**src/include/edge_reader_config.svh**
```systemverilog
`ifndef EDGE_READER_CONFIG_SVH
`define EDGE_READER_CONFIG_SVH

// lanes, one per core
`define CORE_NUM 4

`define V_ID_WIDTH 16
`define OFFSET_WIDTH 22

// 8 edges per cacheline
`define CACHELINE_LEN_WIDTH 3

// lane FIFO depth 4, full reported at 3 so a staged write still fits
`define FIFO_AWIDTH 2
`define FIFO_PROG_FULL 3

// settled cycles before iteration end is reported
`define WAIT_END_DELAY 20

`endif

```
**src/verilog/edge_reader_pkg.sv**
```systemverilog
`include "edge_reader_config.svh"

package edge_reader_pkg;

    localparam int CORE_NUM = `CORE_NUM;
    localparam int CACHELINE_LEN_WIDTH = `CACHELINE_LEN_WIDTH;
    localparam int CACHELINE_LEN = 1 << CACHELINE_LEN_WIDTH;
    localparam int FIFO_AWIDTH = `FIFO_AWIDTH;
    localparam int FIFO_PROG_FULL = `FIFO_PROG_FULL;
    localparam int WAIT_END_DELAY = `WAIT_END_DELAY;

    typedef logic [`V_ID_WIDTH-1:0] vertex_id_t;
    typedef logic [`OFFSET_WIDTH-1:0] offset_t;
    // offset without the slot bits
    typedef logic [`OFFSET_WIDTH-CACHELINE_LEN_WIDTH-1:0] line_addr_t;
    typedef logic [CACHELINE_LEN-1:0] edge_mask_t;
    typedef logic [$clog2(CORE_NUM)-1:0] lane_idx_t;

    typedef struct packed {
        line_addr_t addr;
        edge_mask_t mask;
        vertex_id_t v_id;
    } edge_req_t;

    typedef enum logic {
        split_idle,
        split_walk
    } split_state_e;

endpackage

```
**src/verilog/vertex_if.sv**
```systemverilog
`timescale 1ns/1ps

// one vertex from the dispatcher into a lane FIFO
interface vertex_if import edge_reader_pkg::*; ();

    vertex_id_t v_id;
    offset_t loffset;
    offset_t roffset;
    logic valid;
    logic full;

    modport dispatcher (
        output v_id,
        output loffset,
        output roffset,
        output valid,
        input  full
    );

    modport lane (
        input  v_id,
        input  loffset,
        input  roffset,
        input  valid,
        output full
    );

endinterface
```
**src/verilog/cacheline_splitter.sv**
```systemverilog
`timescale 1ns/1ps

module cacheline_splitter import edge_reader_pkg::*; (
    input  logic       clk,
    input  logic       rst,
    input  vertex_id_t head_v_id,
    input  offset_t    head_loffset,
    input  offset_t    head_roffset,
    input  logic       head_present,
    output logic       pop,
    input  logic       stall,
    output edge_req_t  req,
    output logic       req_valid,
    output logic       idle
);

    split_state_e state;
    line_addr_t cur_line;

    line_addr_t first_line;
    line_addr_t last_line;
    line_addr_t line;
    offset_t last_edge;
    edge_mask_t mask;
    logic empty_range;
    logic last;
    logic issue;

    assign empty_range = (head_loffset >= head_roffset);
    assign last_edge = head_roffset - 1'b1;
    assign first_line = head_loffset[$bits(offset_t)-1:CACHELINE_LEN_WIDTH];
    assign last_line = last_edge[$bits(offset_t)-1:CACHELINE_LEN_WIDTH];

    // first line comes straight from the head, later ones from the walk register
    assign line = (state == split_walk) ? cur_line : first_line;
    assign last = (line == last_line);

    assign issue = head_present && !stall && !empty_range;

    // an empty range is dropped without waiting on the stall
    assign pop = head_present && (empty_range || (!stall && last));

    always_comb begin
        offset_t slot;
        for (int i = 0; i < CACHELINE_LEN; i++) begin
            slot = {line, CACHELINE_LEN_WIDTH'(i)};
            mask[i] = (slot >= head_loffset) && (slot < head_roffset);
        end
    end

    always_ff @(posedge clk) begin
        if (rst) begin
            state <= split_idle;
            req_valid <= 1'b0;
        end else begin
            req_valid <= issue;
            case (state)
                split_idle: begin
                    if (issue && !last)
                        state <= split_walk;
                end
                split_walk: begin
                    if (issue && last)
                        state <= split_idle;
                end
                default: state <= split_idle;
            endcase
        end
    end

    always_ff @(posedge clk) begin
        if (issue) begin
            req <= '{addr: line, mask: mask, v_id: head_v_id};
            cur_line <= line + 1'b1;
        end
    end

    assign idle = (state == split_idle) && !head_present && !req_valid;

endmodule

```
**src/verilog/edge_reader_lane.sv**
```systemverilog
`timescale 1ns/1ps

module edge_reader_lane import edge_reader_pkg::*; (
    input  logic      clk,
    input  logic      rst,
    vertex_if.lane    vin,
    input  logic      stall,
    output edge_req_t req,
    output logic      req_valid,
    output logic      idle
);

    vertex_id_t head_v_id;
    offset_t head_loffset;
    offset_t head_roffset;
    logic fifo_empty;
    logic pop;
    logic split_idle_flag;

    vertex_fifo u_fifo (
        .clk          (clk),
        .rst          (rst),
        .din_v_id     (vin.v_id),
        .din_loffset  (vin.loffset),
        .din_roffset  (vin.roffset),
        .wr_en        (vin.valid),
        .rd_en        (pop),
        .dout_v_id    (head_v_id),
        .dout_loffset (head_loffset),
        .dout_roffset (head_roffset),
        .empty        (fifo_empty),
        .prog_full    (vin.full)
    );

    cacheline_splitter u_splitter (
        .clk          (clk),
        .rst          (rst),
        .head_v_id    (head_v_id),
        .head_loffset (head_loffset),
        .head_roffset (head_roffset),
        .head_present (!fifo_empty),
        .pop          (pop),
        .stall        (stall),
        .req          (req),
        .req_valid    (req_valid),
        .idle         (split_idle_flag)
    );

    // a write landing this cycle keeps the lane busy
    assign idle = split_idle_flag && !vin.valid;

endmodule

```
**src/verilog/edge_reader_top.sv**
```systemverilog
`timescale 1ns/1ps

`include "edge_reader_config.svh"

module edge_reader_top import edge_reader_pkg::*; (
    input  logic                           clk,
    input  logic                           rst,
    input  vertex_id_t                     in_v_id,
    input  offset_t                        in_loffset,
    input  offset_t                        in_roffset,
    input  logic                           in_valid,
    output logic                           in_ready,
    input  logic                           front_iteration_end,
    input  logic       [`CORE_NUM-1:0]     edge_stall,
    output line_addr_t [`CORE_NUM-1:0]     edge_addr,
    output edge_mask_t [`CORE_NUM-1:0]     edge_mask,
    output vertex_id_t [`CORE_NUM-1:0]     edge_v_id,
    output logic       [`CORE_NUM-1:0]     edge_valid,
    output logic                           iteration_end
);

    vertex_if lane_bus [CORE_NUM] ();

    edge_req_t lane_req [CORE_NUM];
    logic [CORE_NUM-1:0] lane_idle;
    logic dispatch_empty;

    vertex_dispatcher u_dispatcher (
        .clk        (clk),
        .rst        (rst),
        .in_v_id    (in_v_id),
        .in_loffset (in_loffset),
        .in_roffset (in_roffset),
        .in_valid   (in_valid),
        .in_ready   (in_ready),
        .lanes      (lane_bus),
        .empty      (dispatch_empty)
    );

    for (genvar g = 0; g < CORE_NUM; g++) begin : g_core
        edge_reader_lane u_lane (
            .clk       (clk),
            .rst       (rst),
            .vin       (lane_bus[g]),
            .stall     (edge_stall[g]),
            .req       (lane_req[g]),
            .req_valid (edge_valid[g]),
            .idle      (lane_idle[g])
        );

        assign edge_addr[g] = lane_req[g].addr;
        assign edge_mask[g] = lane_req[g].mask;
        assign edge_v_id[g] = lane_req[g].v_id;
    end

    iteration_end_detector u_end_detector (
        .clk                 (clk),
        .rst                 (rst),
        .front_iteration_end (front_iteration_end),
        .dispatch_empty      (dispatch_empty),
        .lane_idle           (lane_idle),
        .iteration_end       (iteration_end)
    );

endmodule

```
**src/verilog/iteration_end_detector.sv**
```systemverilog
`timescale 1ns/1ps

module iteration_end_detector import edge_reader_pkg::*; (
    input  logic                clk,
    input  logic                rst,
    input  logic                front_iteration_end,
    input  logic                dispatch_empty,
    input  logic [CORE_NUM-1:0] lane_idle,
    output logic                iteration_end
);

    localparam int CNT_W = $clog2(WAIT_END_DELAY + 1);

    logic [CNT_W-1:0] settle_cnt;
    logic settled;

    assign settled = front_iteration_end && dispatch_empty && (&lane_idle);

    always_ff @(posedge clk) begin
        if (rst || !settled) begin
            settle_cnt <= '0;
            iteration_end <= 1'b0;
        end else if (settle_cnt >= WAIT_END_DELAY) begin
            iteration_end <= 1'b1;
        end else begin
            // still settling
            settle_cnt <= settle_cnt + 1'b1;
            iteration_end <= 1'b0;
        end
    end

endmodule

```
**src/verilog/vertex_dispatcher.sv**
```systemverilog
`timescale 1ns/1ps

module vertex_dispatcher import edge_reader_pkg::*; (
    input  logic         clk,
    input  logic         rst,
    input  vertex_id_t   in_v_id,
    input  offset_t      in_loffset,
    input  offset_t      in_roffset,
    input  logic         in_valid,
    output logic         in_ready,
    vertex_if.dispatcher lanes [CORE_NUM],
    output logic         empty
);

    vertex_id_t stage_v_id;
    offset_t stage_loffset;
    offset_t stage_roffset;
    logic stage_valid;
    lane_idx_t stage_lane;

    logic [CORE_NUM-1:0] lane_full;
    logic [CORE_NUM-1:0] lane_full_q;
    logic send;
    logic accept;

    for (genvar i = 0; i < CORE_NUM; i++) begin : g_lane
        assign lane_full[i] = lanes[i].full;
        assign lanes[i].valid = send && (stage_lane == lane_idx_t'(i));
        assign lanes[i].v_id = stage_v_id;
        assign lanes[i].loffset = stage_loffset;
        assign lanes[i].roffset = stage_roffset;
    end

    // low id bits pick the core
    assign stage_lane = stage_v_id[$bits(lane_idx_t)-1:0];

    // full from the previous cycle, the spare FIFO slot covers the lag
    assign send = stage_valid && !lane_full_q[stage_lane];
    assign in_ready = !stage_valid || !lane_full_q[stage_lane];
    assign accept = in_valid && in_ready;
    assign empty = !stage_valid;

    always_ff @(posedge clk) begin
        if (rst) begin
            stage_valid <= 1'b0;
            lane_full_q <= '0;
        end else begin
            lane_full_q <= lane_full;
            if (accept)
                stage_valid <= 1'b1;
            else if (send)
                stage_valid <= 1'b0;
        end
    end

    always_ff @(posedge clk) begin
        if (accept) begin
            stage_v_id <= in_v_id;
            stage_loffset <= in_loffset;
            stage_roffset <= in_roffset;
        end
    end

endmodule

```
**src/verilog/vertex_fifo.sv**
```systemverilog
`timescale 1ns/1ps

module vertex_fifo import edge_reader_pkg::*; (
    input  logic       clk,
    input  logic       rst,
    input  vertex_id_t din_v_id,
    input  offset_t    din_loffset,
    input  offset_t    din_roffset,
    input  logic       wr_en,
    input  logic       rd_en,
    output vertex_id_t dout_v_id,
    output offset_t    dout_loffset,
    output offset_t    dout_roffset,
    output logic       empty,
    output logic       prog_full
);

    localparam int DEPTH = 1 << FIFO_AWIDTH;

    vertex_id_t mem_v_id [DEPTH];
    offset_t mem_loffset [DEPTH];
    offset_t mem_roffset [DEPTH];

    logic [FIFO_AWIDTH-1:0] wr_ptr;
    logic [FIFO_AWIDTH-1:0] rd_ptr;
    logic [FIFO_AWIDTH:0] count;
    logic do_wr;
    logic do_rd;

    assign do_wr = wr_en && (count != DEPTH);
    assign do_rd = rd_en && (count != 0);

    always_ff @(posedge clk) begin
        if (rst) begin
            wr_ptr <= '0;
            rd_ptr <= '0;
            count <= '0;
        end else begin
            if (do_wr)
                wr_ptr <= wr_ptr + 1'b1;
            if (do_rd)
                rd_ptr <= rd_ptr + 1'b1;
            if (do_wr && !do_rd)
                count <= count + 1'b1;
            else if (do_rd && !do_wr)
                count <= count - 1'b1;
        end
    end

    always_ff @(posedge clk) begin
        if (do_wr) begin
            mem_v_id[wr_ptr] <= din_v_id;
            mem_loffset[wr_ptr] <= din_loffset;
            mem_roffset[wr_ptr] <= din_roffset;
        end
    end

    // head is always presented, no read latency
    assign dout_v_id = mem_v_id[rd_ptr];
    assign dout_loffset = mem_loffset[rd_ptr];
    assign dout_roffset = mem_roffset[rd_ptr];

    assign empty = (count == 0);
    assign prog_full = (count >= FIFO_PROG_FULL);

endmodule

```
**config.mk**
```make
export PLATFORM = sky130hd
export DESIGN_NAME = edge_reader_top
export DESIGN_NICKNAME = d
export VERILOG_FILES = /design/src/verilog/edge_reader_pkg.sv /design/src/verilog/vertex_if.sv /design/src/verilog/cacheline_splitter.sv /design/src/verilog/edge_reader_lane.sv /design/src/verilog/edge_reader_top.sv /design/src/verilog/iteration_end_detector.sv /design/src/verilog/vertex_dispatcher.sv /design/src/verilog/vertex_fifo.sv
export VERILOG_INCLUDE_DIRS = /design/src /design/src/include
export SDC_FILE = /design/constraint.sdc
export NUM_CORES = 2
export LEC_CHECK = 0
export BUFFER_PORTS_ARGS = -buffer_cell sky130_fd_sc_hd__buf_4
export CAP_MARGIN = 40
export CORE_UTILIZATION = 50
export CTS_CLUSTER_SIZE = 12
export DETAILED_ROUTE_END_ITERATION = 7
export PLACE_DENSITY = 0.76
export SYNTH_ARGS = -nofsm -noshare
export SYNTH_HDL_FRONTEND = slang
export SYNTH_SLANG_ARGS = --single-unit
```
**constraint.sdc**
```tcl
create_clock -name clk -period 9 [get_ports clk]
set_clock_uncertainty 0.05 [all_clocks]
set_input_delay 0.9 -clock clk [delete_from_list [all_inputs] [get_ports clk]]
set_output_delay 0.9 -clock clk [all_outputs]
set_load 0.05 [all_outputs]
```
-- Yosys cells after proc, flatten, opt, wreduce, memory -nomap -nowiden
Memory sizes are Yosys's and may differ from the RTL's. A register that Yosys moved wholly into a read port is not among the register bits.
Cells that the tools add are included.
- RAM bits: 960
- output and inout bits: 178
- memories kept: 12
- input port bits: 68
- word-level logic and storage cells: 366
- bits in registers: 291
- memory list (memory ; words ; bits a word ; read ports ; clocked after Yosys merged registers in ; wr ports ; line ; text):
    g_core[0].u_lane.u_fifo.mem_loffset ; 4 ; 22 ; 1 ; 1 ; 1 ; vertex_fifo.sv:21 ; offset_t mem_loffset [DEPTH];
    g_core[0].u_lane.u_fifo.mem_roffset ; 4 ; 22 ; 1 ; 1 ; 1 ; vertex_fifo.sv:22 ; offset_t mem_roffset [DEPTH];
    g_core[1].u_lane.u_fifo.mem_loffset ; 4 ; 22 ; 1 ; 1 ; 1 ; vertex_fifo.sv:21 ;
    g_core[1].u_lane.u_fifo.mem_roffset ; 4 ; 22 ; 1 ; 1 ; 1 ; vertex_fifo.sv:22 ;
    g_core[2].u_lane.u_fifo.mem_loffset ; 4 ; 22 ; 1 ; 1 ; 1 ; vertex_fifo.sv:21 ;
    g_core[2].u_lane.u_fifo.mem_roffset ; 4 ; 22 ; 1 ; 1 ; 1 ; vertex_fifo.sv:22 ;
    6 more memories ; n/a ; n/a ; n/a ; n/a ; n/a ; n/a ;
- $lt $le $gt $ge: 74
- equality and inequality tests: 11
- bitwise operators: 4
- add/subtract/negate cells: 25
- reduce and logical (&&, ||, !) cells: 148
- multiplexer cells: 53
- operators with widths (operator ; number):
    $ge A22 B22 Y1 ; 36
    $lt A22 B22 Y1 ; 32
    $logic_and A1 B1 Y1 ; 92
    $sub A22 B1 Y22 const B ; 4
    $add A19 B1 Y19 const B ; 4
    $eq A19 B19 Y1 ; 4
    $mux W19 ; 4
    $logic_not A1 Y1 ; 35
    $mux W2 ; 16
    $mux W3 ; 8
    $mux W1 ; 20
    $add A2 B1 Y2 const B ; 8
    $add A3 B1 Y3 const B ; 4
    $ge A3 B2 Y1 const B ; 4
    $logic_not A3 Y1 ; 4
    $ne A3 B3 Y1 const B ; 4
    $reduce_bool A3 Y1 ; 4
    $sub A3 B1 Y3 const B ; 4
    $reduce_bool A2 Y1 ; 5
    $pmux W1 S2 ; 4
    $logic_or A1 B1 Y1 ; 6
    $add A5 B1 Y5 const B ; 1
    $ge A5 B5 Y1 const B ; 1
    $eq A2 B2 Y1 const B ; 2
    other kinds (6) ; 9

-- Depth between registers and ports, before layout
- depth in word-level cells: 11
- gate-level depth with buffers: 22

-- By module
A second synthesis with hierarchy kept.
- cell total of the unflattened synthesis: 3685
- area total of the unflattened synthesis: 60025.1 sq um
- by module, submodules not included (module ; instances ; sequential area each (sq um) ; area an instance (sq um) ; cells each):
    vertex_fifo ; 4 ; 7387.1 ; 9203.8 ; 362
    cacheline_splitter at g_core[1].u_lane.u_splitter ; 1 ; 1901.8 ; 4944.7 ; 491
    cacheline_splitter at g_core[3].u_lane.u_splitter ; 1 ; 1901.8 ; 4872.2 ; 485
    cacheline_splitter at g_core[0].u_lane.u_splitter ; 1 ; 1901.8 ; 4853.4 ; 479
    cacheline_splitter at g_core[2].u_lane.u_splitter ; 1 ; 1901.8 ; 4792.1 ; 482
    vertex_dispatcher ; 1 ; 1901.8 ; 3397.0 ; 264
    iteration_end_detector ; 1 ; 120.1 ; 280.3 ; 28
    edge_reader_lane ; 4 ; 0.0 ; 17.5 ; 2

-- Worst setup path after synthesis
OpenSTA, ideal clock, no wires.
- path type: register to register
- start: reg with a tool-made name
- end: reg with a tool-made name
- clock period less this slack: 8060 ps
- required time: 8870 ps
- slack: 940 ps
- stages on the path, launching flop included: 18
- setup time: 80 ps
- buffers on the path: 4
- arrival: 7930 ps
- cell sequence: dfxtp_1 > buf_6 > buf_6 > buf_4 > buf_2 > mux4_2 > inv_1 > ha_1 > nand2b_1 > a21oi_1 > o21ai_0 > a21o_1 > a21oi_1 > o211ai_1 > a21o_1 > and2_1 > nor3_1 > o221a_1

==> metrics.md <==
| Metric | Value |
|---|---|
| Non-Filler Instances | 5433 |
| Max rail drop VDD | 0.207 mV |
| Worst Setup Start Kind | flop |
| Initial antenna violation count | 19 |
| Grt ovf | 0 |
| Main area contributors after synthesis | edfxtp_1, mux4_2, ha_1 |
| Residual antenna-violating net count after detailed routing | 0 |
| Final hold violation count | 0 |
| Mapped Cells | 3440 |
| Setup TNS Final | 0 ps |
| CP Depth | 15 |
| Top-count cell post-synth | edfxtp_1 |
| CTS clk-pin slew, worst paths | 60 ps |
| CP peak stage delay | 830 ps |
| Layout area overhead | 15.3% |
| Critical path buffer and inverter count | 2 |
| Gpl congestion | 0.913 |
| Starting Density | 50.5% |
| Post-CTS Resized | 0 |
| Worst r2r dst | g_core[1].u_lane.u_fifo.count[1] |
| CP most frequent cell | nor2_1 |
| Post-synthesis sequential area ratio | 67.9% |
| Hold Buf Count CTS | 0 |
| Synth Register Bits | 1323 |
| Post-synth cell types | 85 |
| Number of synthesized flops with an enable pin | 1268 |
| Worst Tran Pin Value | 979 ps |
| Relative slew margins | 34.7% |
| Sink Count | 1323 |
| Crit path DAT | 6220 ps |
| Fill cell count | 8298 |
| Setup violations, final | 0 |
| Die area | 117000 sq um |
| GRT Util Overall | 24.6% |
| Critical-path cell list | buf_4 -> mux4_2 -> nor4_4 -> nand4_2 -> or3_1 -> o41ai_1 -> a22oi_1 -> or4_1 -> nor2_1 -> nor2_1 -> ha_1 -> inv_1 -> fa_1 -> mux2i_1 -> nor2_1 |
| Clock buffer count from CTS | 139 |
| Layout cell share with drive strength beyond 1 | 20.3% |
| Reg2reg path depth | 15 |
| Top_reg_cell synth | edfxtp_1 |
| Multi-input gate area | 17200 sq um |
| Ports | 246 |
| Layout net count | 4165 |
| Post-Place Cells | 5189 |
| Largest net degree at the start of global routing | 51 |
| Leak pwr | 23.5 nW |
| Clock Latency Late Sink | 770 ps |
| Routed length per instance | 26.2 um |
| Status | finished clean |
| Buffers added on ports | 245 |
| Yosys top cell by area | edfxtp_1 |
| Core area | 114000 sq um |
| Root Buffer | clkbuf_16 |
| Kind of end point of the critical path | flop |
| Number of remaining DRC errors | 0 |
| Vias in the first global route | 32500 |
| Syn_area_per_cell | 16.8 sq um |
| Vias per cell | 5.97 |
| Crit-path slowest cell | dfxtp_2 |
| CP required | 9550 ps |
| FF/Latch Area | 39200 sq um |
| RSZ-0062 raised after global routing | no |
| CTS tree | yes |
| Fmax | 0.176 GHz |
| Top delay family on crit path | simple AND/OR/NAND/NOR gates |
| Vias | 32400 |
| Peak fanout along the critical path | 23 |
| Synth top cells by count | edfxtp_1, ha_1, inv_1, mux4_2, xnor2_1 |
| Vert. Die Dim | 342 um |
| Fin. max-slew vios | 0 |
| Crit Path Category | reg -> reg |
| WL final | 143 mm |
| Pwr dens | 304 nW/um^2 |
| Num rows | 124 |
| First-pass GRT wire length | 210 mm |
| Post-synth top area share | 65.9% |
| Reg2Reg Setup Slack | 3330 ps |
| Htree depth | 4 |
| Design Area, Final | 66600 sq um |
| Final HPWL DP | 94.0 mm |
| Final worst-path cycle share | 63.0% |
| Die width | 342 um |
| First-pass DRT Iterations | 8 |
| Placement Cell Area | 62100 sq um |
| Synth Warn # | 0 |
| CP Capture Point | g_core[1].u_lane.u_fifo.count[1] |
| Synthesized area | 57700 sq um |
| Syn_nets | 3786 |
| Max Buffers Root-to-Sink | 3 |
| Initial drt markers | 3301 |
| Ys async rst share | 0% |
| Postcts setup bufs | 0 |
| Tot Pwr | 20.2 mW |
| Fin crit period | 5670 ps |
| HP Class | in -> reg |
| Max Cap Violations | 0 |
report_power, final:
part | switching, mW | leakage [nW] | internal (mW)
sequential | 0.387 | 11.9 | 7.57
clock | 2.39 | 2.10 | 3.14
combinational | 4.19 | 9.48 | 2.54
total | 6.97 | 23.5 | 13.2
layout by cell type (no fill, tap or decap), types with 52 or more instances in the layout:
master,netlist,layout
a21oi_1,90,90
inv_1,263,262
buf_4,7,285
nor3_1,77,75
mux4_2,234,234
clkbuf_16,0,141
xnor2_1,148,148
edfxtp_1,1268,1268
mux2i_1,77,77
a21o_1,105,105
nor2_1,139,138
nand4_1,53,53
o21ai_0,58,58
ha_1,274,274
nand2_1,110,110
nand3_1,52,52
worst min path at each step:
| stage | startpoint | to | slack (ps) | cells after the start |
|---|---|---|---|---|
| 2_1_floorplan | g_core[0].u_lane.u_fifo.count[2] | g_core[0].u_lane.u_fifo.count[2] | 430 | 2 |
| 3_3_place_gp | g_core[2].u_lane.u_fifo.count[2] | g_core[2].u_lane.u_fifo.count[2] | 460 | 2 |
| 3_5_place_dp | g_core[1].u_lane.u_fifo.count[2] | g_core[1].u_lane.u_fifo.count[2] | 470 | 2 |
| 4_1_cts | in_roffset[21] | u_dispatcher.lanes[0].roffset[21] | 230 | 1 |
| 5_1_grt | in_roffset[21] | u_dispatcher.lanes[0].roffset[21] | 240 | 1 |
| 6_report | in_roffset[21] | u_dispatcher.lanes[0].roffset[21] | 260 | 1 |
cell families (layout without fill, tap and decap cells):
kind of cell	after synthesis	after routing	share of synthesized area, %
other	0	5	0
multiplexers	326	326	10.9
adder cells (fa/ha/maj)	278	278	6.08
buffers and inverters	346	822	2.43
flip-flops	1323	1323	67.9
AND/OR/NAND/NOR	616	616	5.60
AO/OA/AOI/OAI	385	385	4.54
XOR/XNOR	166	166	2.57
worst register-to-register path, stage by stage, from the launching register on:
cell	delay, ps
dfxtp_2	830
buf_4	530
mux4_2	680
nor4_4	410
nand4_2	270
or3_1	390
o41ai_1	260
a22oi_1	100
or4_1	600
nor2_1	370
nor2_1	110
ha_1	220
inv_1	70
fa_1	410
mux2i_1	170
nor2_1	60
routing by layer:
| layer | global-route usage (%) | wire length [um] |
|---|---|---|
| met5 | 0 | 183 |
| met3 | 6.33 | 15300 |
| met1 | 33.1 | 55400 |
| met2 | 39.0 | 67600 |
| met4 | 8.31 | 4170 |
flip-flops by register name, indices dropped and copies added, names as in the netlist, named ones only:
| name | cells |
|---|---|
| u_dispatcher.lanes.v_id | 16 |
| g_core.u_lane.u_fifo.count | 12 |
| u_dispatcher.lane_full_q | 4 |
| g_core.u_lane.u_fifo.mem_v_id | 256 |
| g_core.u_lane.u_fifo.mem_roffset | 352 |
| g_core.u_lane.u_fifo.mem_loffset | 352 |
| g_core.u_lane.u_splitter.req_valid | 4 |
| g_core.u_lane.u_splitter.cur_line | 76 |
| u_dispatcher.stage_valid | 1 |
| u_end_detector.iteration_end | 1 |
| u_dispatcher.lanes.roffset | 22 |
| g_core.u_lane.u_fifo.wr_ptr | 8 |
| g_core.u_lane.u_fifo.rd_ptr | 8 |
| u_dispatcher.lanes.loffset | 22 |
| g_core.u_lane.u_splitter.req | 172 |
| u_end_detector.settle_cnt | 5 |
final cells by class:
cell class / instances / area share [%]
antenna: 5 / 0.0188
clock buffer: 199 / 5.76
clock inverter: 39 / 0.827
inverter: 267 / 1.51
multi-input combinational: 1771 / 25.8
sequential: 1323 / 58.9
tap: 1512 / 2.84
timing repair buffer: 317 / 4.31
metrics by stage:
stage          setup WS [ps]  hold slack, ps  utilization, %
2_1_floorplan            940             427               -
3_3_place_gp            3350             459            53.7
3_5_place_dp            3270             474            54.3
4_1_cts                 3240             229            58.2
5_1_grt                 2930             239            58.2
6_report                3330             264            58.2
(Power assumes the default switching activity.)
